## config.mk

```make
export PLATFORM = sky130hd
export DESIGN_NAME = interruptSubsystem
export DESIGN_NICKNAME = d
export VERILOG_FILES = /design/src/hw/intrPkg.sv /design/src/hw/interruptController.sv /design/src/hw/interruptDispatcher.sv /design/src/hw/interruptSources.sv /design/src/hw/interruptState.sv /design/src/hw/interruptSubsystem.sv
export SDC_FILE = /design/constraint.sdc
export NUM_CORES = 1
export LEC_CHECK = 0
export BUFFER_PORTS_ARGS = -buffer_cell sky130_fd_sc_hd__buf_2
export CORE_ASPECT_RATIO = 1.2
export CORE_MARGIN = 2
export CORE_UTILIZATION = 59
export DETAILED_ROUTE_END_ITERATION = 8
export PLACE_DENSITY = 0.82
export SLEW_MARGIN = 30
export SYNTH_ARGS = -nofsm -noshare
export SYNTH_HDL_FRONTEND = slang
export SYNTH_SLANG_ARGS = --single-unit
```

## constraint.sdc

```tcl
create_clock -name clk -period 1.9 [get_ports clk]
set_input_delay 0.285 -clock clk [delete_from_list [all_inputs] [get_ports clk]]
set_output_delay 0.285 -clock clk [all_outputs]
set_load 0.05 [all_outputs]
```

## src/hw/intrPkg.sv

```systemverilog
`default_nettype none

package intrPkg;

    // number of peripheral interrupt lines handled by the subsystem
    localparam int NUM_SOURCES = 16;

    // a source number fits in this many bits
    localparam int VECTOR_WIDTH = 4;

    typedef enum logic {
        IDLE,    // no vector shown to the CPU
        PENDING  // vector latched and waiting for cpuAck
    } dispatchState_t;

endpackage

`default_nettype wire

```

## src/hw/interruptController.sv

```systemverilog
`timescale 1ns/1ps
`default_nettype none

module interruptController(
    input   logic                                   clk,
    input   logic                                   arstN,
    input   logic   [intrPkg::NUM_SOURCES-1:0]      triggerInterrupt,
    input   logic   [intrPkg::VECTOR_WIDTH-1:0]     interruptIn,
    input   logic                                   interruptAcknowledge,

    output  logic   [intrPkg::VECTOR_WIDTH-1:0]     interruptOut,
    output  logic                                   interruptRequest
    );

    import intrPkg::*;

    logic   [NUM_SOURCES-1:0]   resetInterrupt;
    logic   [NUM_SOURCES-1:0]   triggeredInterrupts;

    interruptState interruptState_inst(
        .clk                    (clk),
        .arstN                  (arstN),
        .triggerInterrupt       (triggerInterrupt),
        .resetInterrupt         (resetInterrupt),
        .triggeredInterrupts    (triggeredInterrupts)
    );

    // the acknowledged vector becomes a one-hot clear for the pending flags
    always_comb begin
        resetInterrupt = '0;

        if (interruptAcknowledge) begin
            resetInterrupt[interruptIn] = 1'b1;
        end
    end

    // lowest number wins, so the scan runs from the top down and the last hit sticks
    always_comb begin
        interruptRequest = |triggeredInterrupts;
        interruptOut     = '0;

        for (int i = NUM_SOURCES - 1; i >= 0; i--) begin
            if (triggeredInterrupts[i]) begin
                interruptOut = VECTOR_WIDTH'(i);
            end
        end
    end

endmodule

`default_nettype wire

```

## src/hw/interruptDispatcher.sv

```systemverilog
`timescale 1ns/1ps
`default_nettype none

module interruptDispatcher(
    input   logic                                   clk,
    input   logic                                   arstN,
    input   logic                                   interruptRequest,
    input   logic   [intrPkg::VECTOR_WIDTH-1:0]     interruptOut,
    input   logic                                   cpuAck,

    output  logic                                   interruptAcknowledge,
    output  logic   [intrPkg::VECTOR_WIDTH-1:0]     interruptIn,
    output  logic                                   cpuIrq,
    output  logic   [intrPkg::VECTOR_WIDTH-1:0]     cpuVector
    );

    import intrPkg::*;

    dispatchState_t             state;
    dispatchState_t             nextState;
    logic   [VECTOR_WIDTH-1:0]  latchedVector;

    always_comb begin
        nextState = state;

        case (state)
            IDLE: begin
                if (interruptRequest) begin
                    nextState = PENDING;
                end
            end
            PENDING: begin
                if (cpuAck) begin
                    nextState = IDLE;  // the next vector can be taken one cycle later
                end
            end
            default: nextState = IDLE;
        endcase
    end

    always_ff @(posedge clk or negedge arstN) begin
        if (!arstN) begin
            state <= IDLE;
        end else begin
            state <= nextState;
        end
    end

    // the vector is frozen while PENDING so newer arrivals only wait as pending bits
    always_ff @(posedge clk) begin
        if (state == IDLE && interruptRequest) begin
            latchedVector <= interruptOut;
        end
    end

    always_comb begin
        cpuIrq               = (state == PENDING);
        cpuVector            = latchedVector;
        interruptAcknowledge = (state == PENDING) && cpuAck;  // a stray cpuAck in IDLE is ignored
        interruptIn          = latchedVector;
    end

endmodule

`default_nettype wire

```

## src/hw/interruptSources.sv

```systemverilog
`timescale 1ns/1ps
`default_nettype none

module interruptSources(
    input   logic                               clk,
    input   logic                               arstN,
    input   logic   [intrPkg::NUM_SOURCES-1:0]  sourceLines,
    input   logic                               maskWrite,
    input   logic   [intrPkg::NUM_SOURCES-1:0]  maskData,

    output  logic   [intrPkg::NUM_SOURCES-1:0]  triggerInterrupt
    );

    import intrPkg::*;

    logic   [NUM_SOURCES-1:0]   syncStage1;
    logic   [NUM_SOURCES-1:0]   syncStage2;
    logic   [NUM_SOURCES-1:0]   lineHistory;
    logic   [NUM_SOURCES-1:0]   maskReg;
    logic   [NUM_SOURCES-1:0]   risingEdge;

    // two flops per line bring the raw levels into the clock domain
    always_ff @(posedge clk or negedge arstN) begin
        if (!arstN) begin
            syncStage1 <= '0;
            syncStage2 <= '0;
        end else begin
            syncStage1 <= sourceLines;
            syncStage2 <= syncStage1;
        end
    end

    // history starts at zero so a line that is high out of reset still makes an edge
    always_ff @(posedge clk or negedge arstN) begin
        if (!arstN) begin
            lineHistory <= '0;
        end else begin
            lineHistory <= syncStage2;
        end
    end

    always_ff @(posedge clk or negedge arstN) begin
        if (!arstN) begin
            maskReg <= '1;  // every source is enabled after reset
        end else if (maskWrite) begin
            maskReg <= maskData;
        end
    end

    always_comb begin
        risingEdge = syncStage2 & ~lineHistory;  // high for exactly one cycle per low to high step
    end

    // a masked edge is dropped here and is not remembered anywhere
    always_comb begin
        triggerInterrupt = risingEdge & maskReg;
    end

endmodule

`default_nettype wire

```

## src/hw/interruptState.sv

```systemverilog
`timescale 1ns/1ps
`default_nettype none

module interruptState(
    input   logic                               clk,
    input   logic                               arstN,
    input   logic   [intrPkg::NUM_SOURCES-1:0]  triggerInterrupt,
    input   logic   [intrPkg::NUM_SOURCES-1:0]  resetInterrupt,

    output  logic   [intrPkg::NUM_SOURCES-1:0]  triggeredInterrupts
    );

    import intrPkg::*;

    logic   [NUM_SOURCES-1:0]   nextPending;

    // the set term is applied last so a fresh edge survives a clear in the same cycle
    always_comb begin
        nextPending = (triggeredInterrupts & ~resetInterrupt) | triggerInterrupt;
    end

    always_ff @(posedge clk or negedge arstN) begin
        if (!arstN) begin
            triggeredInterrupts <= '0;
        end else begin
            triggeredInterrupts <= nextPending;
        end
    end

endmodule

`default_nettype wire

```

## src/hw/interruptSubsystem.sv

```systemverilog
`timescale 1ns/1ps
`default_nettype none

module interruptSubsystem(
    input   logic                                   clk,
    input   logic                                   arstN,
    input   logic   [intrPkg::NUM_SOURCES-1:0]      sourceLines,
    input   logic                                   maskWrite,
    input   logic   [intrPkg::NUM_SOURCES-1:0]      maskData,
    input   logic                                   cpuAck,

    output  logic                                   cpuIrq,
    output  logic   [intrPkg::VECTOR_WIDTH-1:0]     cpuVector
    );

    import intrPkg::*;

    logic   [NUM_SOURCES-1:0]   triggerInterrupt;
    logic                       interruptRequest;
    logic   [VECTOR_WIDTH-1:0]  interruptOut;
    logic                       interruptAcknowledge;
    logic   [VECTOR_WIDTH-1:0]  interruptIn;

    interruptSources interruptSources_inst(
        .clk                    (clk),
        .arstN                  (arstN),
        .sourceLines            (sourceLines),
        .maskWrite              (maskWrite),
        .maskData               (maskData),
        .triggerInterrupt       (triggerInterrupt)
    );

    interruptController interruptController_inst(
        .clk                    (clk),
        .arstN                  (arstN),
        .triggerInterrupt       (triggerInterrupt),
        .interruptIn            (interruptIn),
        .interruptAcknowledge   (interruptAcknowledge),
        .interruptOut           (interruptOut),
        .interruptRequest       (interruptRequest)
    );

    // the dispatcher closes the loop by feeding the served vector back as a clear
    interruptDispatcher interruptDispatcher_inst(
        .clk                    (clk),
        .arstN                  (arstN),
        .interruptRequest       (interruptRequest),
        .interruptOut           (interruptOut),
        .cpuAck                 (cpuAck),
        .interruptAcknowledge   (interruptAcknowledge),
        .interruptIn            (interruptIn),
        .cpuIrq                 (cpuIrq),
        .cpuVector              (cpuVector)
    );

endmodule

`default_nettype wire

```

Word-level counts from Yosys, hierarchy flattened
Cells that the tools add are included.
{"block": "totals", "regBits": 85, "input_bits": 36}
{"block": "op_classes", "n_lt_le_gt_ge": 2, "muxes": 21, "bitwise": 7, "n_reduce_logical": 7}
{"cell": "bitwise AND 16 bit", "count": 3}
{"cell": "two-way mux 4 bit", "count": 8}
{"cell": "NOT 16 bit", "count": 2}
{"cell": "two-way mux 16 bit", "count": 1}
{"cell": "OR 16 bit", "count": 1}
{"cell": "OR reduction 16 bit", "count": 1}
{"cell": "two-way mux 3 bit", "count": 4}
{"cell": "OR reduction 8 bit", "count": 1}
{"cell": "< comparator 4 x 5 -> 1 bit (second input constant)", "count": 1}
{"cell": "demux 1 bit (select 4 bit)", "count": 1}
{"cell": "greater-or-equal comparator 4 x 1 -> 1 bit (second input constant)", "count": 1}
{"cell": "two-way mux 1 bit", "count": 4}
{"cell": "two-way mux 2 bit", "count": 2}
{"cell": "OR reduction 4 bit", "count": 1}
{"cell": "logical AND 1 bit", "count": 3}
{"cell": "one-hot mux 1 bit (2 select lines)", "count": 1}
{"cell": "OR reduction 2 bit", "count": 1}
{"cell": "NOT 1 bit", "count": 1}

Logic depth before layout (Yosys ltp)
{"block": "depth", "ltp_word": 15, "depth_mapped": 4, "ltp_nobuf": 4}

Cells and area by module
Synthesis repeated with hierarchy kept, for this count alone.
{"block": "hier_totals", "hier_cells": 216, "hier_area_um2": 3080.5}
{"mod": "interruptSources", "n_inst": 1, "cells_each": 98, "area_each_um2": 2010.7, "seq_area_each_um2": 1621.6}
{"mod": "interruptState", "n_inst": 1, "cells_each": 48, "area_each_um2": 580.6, "seq_area_each_um2": 400.4}
{"mod": "interruptController", "n_inst": 1, "cells_each": 57, "area_each_um2": 286.5, "seq_area_each_um2": 0.0}
{"mod": "interruptDispatcher", "n_inst": 1, "cells_each": 13, "area_each_um2": 202.7, "seq_area_each_um2": 145.1}

Least setup slack after synthesis
OpenSTA, ideal clock, no wires.
{"block": "synth_path", "kind": "register to register", "startpoint": "register interruptDispatcher_inst.state, in the netlist interruptDispatcher_inst.cpuIrq", "endpoint": "register interruptController_inst.interruptState_inst.triggeredInterrupts[3] (netlist bit)", "setup_time_ps": 129, "t_arrival_ps": 1357, "path_slack_ps": 414, "path_stages_with_launch": 5, "period_less_slack_ps": 1486, "path_cell_list": "dfrtp_1 -> nand2_1 -> or3_1 -> o21ai_0 -> o21ai_0"}
{"block": "synth_via", "elab_chain_len": 5}
{"item": "start: declaration", "line_no": "interruptDispatcher.sv:19", "source": "dispatchState_t state;"}
{"item": "start signal: assignment", "line_no": "interruptDispatcher.sv:45", "source": "state <= nextState;"}
{"item": "logical AND 1 bit", "line_no": "interruptDispatcher.sv:59", "source": "interruptAcknowledge = (state == PENDING) && cpuAck;"}
{"item": "two-way mux 16 bit", "line_no": "interruptController.sv:32", "source": "if (interruptAcknowledge) begin"}
{"item": "NOT 16 bit", "line_no": "interruptState.sv:19", "source": "nextPending = (triggeredInterrupts & ~resetInterrupt) | triggerInterrupt;"}
{"item": "bitwise AND 16 bit", "line_no": "interruptState.sv:19"}
{"item": "OR 16 bit", "line_no": "interruptState.sv:19"}
{"item": "named net interruptController_inst.interruptState_inst.nextPending[3]", "line_no": "interruptState.sv:15", "source": "logic [NUM_SOURCES-1:0] nextPending;"}
{"item": "end signal: assignment", "line_no": "interruptState.sv:26", "source": "triggeredInterrupts <= nextPending;"}
{"item": "end: declaration", "line_no": "interruptState.sv:10", "source": "output logic [intrPkg::NUM_SOURCES-1:0] triggeredInterrupts"}
The timed path passes the listed nets, and every way through them passes these cells.
A chain may end at the register's enable or synchronous reset.

Final worst setup path
{"block": "layout_path", "startpoint": "register interruptController_inst.interruptState_inst.triggeredInterrupts[14] (netlist bit)", "endpoint": "register interruptDispatcher_inst.latchedVector[3], in the netlist interruptDispatcher_inst.cpuVector[3] (enable)"}
{"block": "layout_via", "elab_chain_len": 2}
{"item": "OR reduction 16 bit", "line_no": "interruptController.sv:39", "source": "interruptRequest = |triggeredInterrupts;"}
{"item": "logical AND 1 bit", "line_no": "interruptDispatcher.sv:51", "source": "if (state == IDLE && interruptRequest) begin"}
{"item": "end signal: assignment", "line_no": "interruptDispatcher.sv:52", "source": "latchedVector <= interruptOut;"}
{"item": "end: declaration", "line_no": "interruptDispatcher.sv:21", "source": "logic [VECTOR_WIDTH-1:0] latchedVector;"}
No other way between the ends.

==> metrics.md <==
| Metric | Value |
|---|---|
| Status | `complete, no violations` |
| Worst Skew | `0.005358 ns` |
| Compound-Gate Fraction of Synth Area | `0.08296` |
| Max Buffers Root-to-Sink | `2` |
| Remaining global-route overflow | `0` |
| Main area contributors after synthesis | `dfrtp_1 58%, dfstp_2 15%, mux2_2 6.4%, o21ai_0 6.0%, edfxtp_1 4.3%` |
| Max Cap Viol | `0` |
| First-pass GRT wire length | `7320 µm` |
| Metal2 WL | `2221 µm` |
| Core footprint | `4594 µm²` |
| Final #Nets | `283` |
| Ys async rst share | `0.9529` |
| Wl on met1 | `1957 µm` |
| Maximum vdd ir drop | `0.7036 mV` |
| HP Class | `in -> reg` |
| Number of CTS-inserted buffers | `9` |
| Seq/Total Area, Yosys | `0.7684` |
| Number of synthesized flops with an enable pin | `4` |
| RSZ-0062 raised after global routing | `false` |
| IO buf count | `40` |
| Diodes inserted | `0` |
| Top post-synthesis cells by count | `65 x dfrtp_1, 34 x o21ai_0, 21 x nand2_1` |
| Site Rows | `27` |
| Clk sinks | `85` |
| Cell repeated most along the worst path | `nor2_1` |
| Count leader, synth | `dfrtp_1` |
| Final WL | `4438 µm` |
| Critical path capture point type | `flop` |
| I/O Pins | `41` |
| Main combinational cell family by area after synthesis | `compound AO/OA/AOI/OAI gates` |
| Initial antenna violation count | `0` |
| # H-tree levels | `3` |
| Worst path top cell family by delay | `simple AND/OR/NAND/NOR gates` |
| Critical-path cell list | `nor4_1 -> nand2_1 -> nor2_1 -> nor2_1` |
| GP Congestion | `0.8623` |
| Worst Path Class, Setup | `reg -> reg` |
| Slew @ Worst Pin | `0.4310 ns` |
| PwrDens | `1039 nW/µm²` |
| Setup TNS | `0 ns` |
| Syn Inst Count | `194` |
| Syn nets | `230` |
| Area occupied by multi-input gates | `631.9 µm²` |
| DIE WIDTH | `67.12 µm` |
| Post-synth cell types | `24` |
| Die area | `5351 µm²` |
| Met3 WL post-DR | `167 µm` |
| Prevailing post-synth register cell | `dfrtp_1` |
| 1st-pass router iterations | `4` |
| Die Height | `79.74 µm` |
| GRT Overall Usage | `0.1944` |
| Clock Latency Late Sink | `0.34 ns` |
| Clock Tree Root | `clkbuf_8` |
| Post-CTS setup buffers | `0` |
| Critical path startpoint category | `flop` |
| Adder-Cell Fraction of Synth Area | `0` |
| Final hold vios | `0` |
| Storage element area | `2167 µm²` |
| Mux contribution to synthesized area | `0.06389` |
| Mapped Area | `2820 µm²` |
| Avg Inst Size Synth | `14.54 µm²` |
| WP buf/inv | `0` |
| CP max FO | `4` |
| Finished Cell Area | `3307 µm²` |
| Slew headroom | `0.7100` |
| Initial Util | `0.6138` |
| CTS tree | `yes` |
| P_leak | `1.417 nW` |
| CP max-delay cell | `nor4_1` |
| Via count | `1633` |
| DRC violations left | `0` |
| Layout cells sized above 1 | `0.3651` |
| Final Max Slew Viols | `0` |
| Crit path time final | `1.439 ns` |
| Yosys top cell by area | `dfrtp_1` |
| Max incr delay on CP | `0.44 ns` |
| Top Layer Used | `met4` |
| # fillers | `335` |
| Post-Synth Simple-Gate Area | `0.07720` |
| Antenna viol nets, final | `0` |
| Area growth, synth to finish | `17.26%` |
| Yosys reg bits | `85` |
| Crit share post-route | `0.7572` |
| Fmax | `0.6951 GHz` |
| Setup Viol. Count Final | `0` |
| Xor/xnor share of the synthesized area | `0` |
| Via density | `5.268` |
| Drt wl/cell | `14.32 µm` |
| Initial DRC count | `99` |
| Synth top area share | `0.5768` |
| Vias in the first global route | `1594` |
| WP data required | `1.99 ns` |
| Cell Area, Placed | `3120 µm²` |
| Dpl hpwl | `3268 µm` |
| Largest net degree at the start of global routing | `37` |
| YS warnings | `0` |
| CP arrival | `1.52 ns` |
| CTS clk-pin slew, worst paths | `0.08 ns` |
## repair_timing
| action | CTS | global route |
|---|---|---|
| resized for setup | 0 | 0 |
| hold endpoints to repair | 25 | 0 |
| hold buffers | 1 | 0 |
## layout by cell type, fill, tap and decap left out, types with 2 or more instances in the layout
master    instances
a21oi_1           5
buf_2            39
buf_4             3
clkbuf_1          2
clkbuf_8         11
dfrtp_1          65
dfstp_2          16
edfxtp_1          4
inv_1             3
inv_4             2
mux2_2           16
nand2_1          21
nand2b_1          4
nand4b_1          2
nor2_1            7
nor3_1            3
nor4_2            2
o21ai_0          34
## worst register-to-register path, cell delays in order, from the launching register on
cell and delay, ns:
dfrtp_1 0.41, nor4_1 0.44, nand2_1 0.13, nor2_1 0.11
nor2_1 0.10
## per-layer routing
metal  global-route usage  vias up
li1                     -      782
met1               0.2594      802
met2               0.2881       37
met3              0.06065       12
met4               0.1000        0
met5                    0        -
## where the power goes
part | switching [W] | internal (W) | total, W | leakage [nW]
clock | 0.000572 | 0.000547 | 0.00112 | 0.0943
combinational | 0.000138 | 0.000106 | 0.000244 | 0.392
sequential | 0.0000906 | 0.00198 | 0.00207 | 0.931
## final timing paths
| check | cells after the start | slack [ns] | end | from |
|---|---|---|---|---|
| worst max-delay path | 4 | 0.46 | interruptDispatcher_inst.cpuVector[3] | flop |
| worst min-delay path | 1 | 0.04 | interruptSources_inst.syncStage1[10] | sourceLines[10] |
| worst max register to register | 4 | 0.46 | interruptDispatcher_inst.cpuVector[3] | flop |
| worst min register to register | 0 | 0.35 | interruptSources_inst.syncStage2[2] | interruptSources_inst.syncStage1[2] |
| max in group asynchronous | 3 | 0.89 | interruptSources_inst.maskReg[3] | arstN |
| min in group asynchronous | 2 | 0.42 | interruptSources_inst.syncStage1[4] | arstN |
## through the flow
step / total power, W / instances / worst slack [ns] / utilization / hold WS [ns]
after global placement: 0.002337 / 293 / 0.5308 / 0.6792 / 0.2534
after global routing: 0.003597 / 310 / 0.3035 / 0.7198 / 0.02102
final: 0.003436 / 310 / 0.4613 / 0.7198 / 0.04300
after floorplan: 0.002216 / 194 / 0.4142 / - / -0.01059
after detailed placement: 0.002355 / 293 / 0.4745 / 0.6792 / 0.2552
after CTS: 0.003483 / 310 / 0.4579 / 0.7198 / 0.02408
## logic make-up (layout without fill, tap and decap cells)
family	count (synthesis)	in the layout
flops	85	85
mux	16	16
simple gates	44	44
buf+inv	5	63
compound gates	44	44
## final cells by class
type,instances,share of cell area
Multi-Input combinational cell,104,0.1911
Clock buffer,13,0.04805
Timing Repair Buffer,44,0.07492
Inverter,3,0.003405
Tap cell,58,0.02194
Sequential cell,85,0.6553
Clock inverter,3,0.005297
Note: power is estimated with default switching activity, not from simulation.
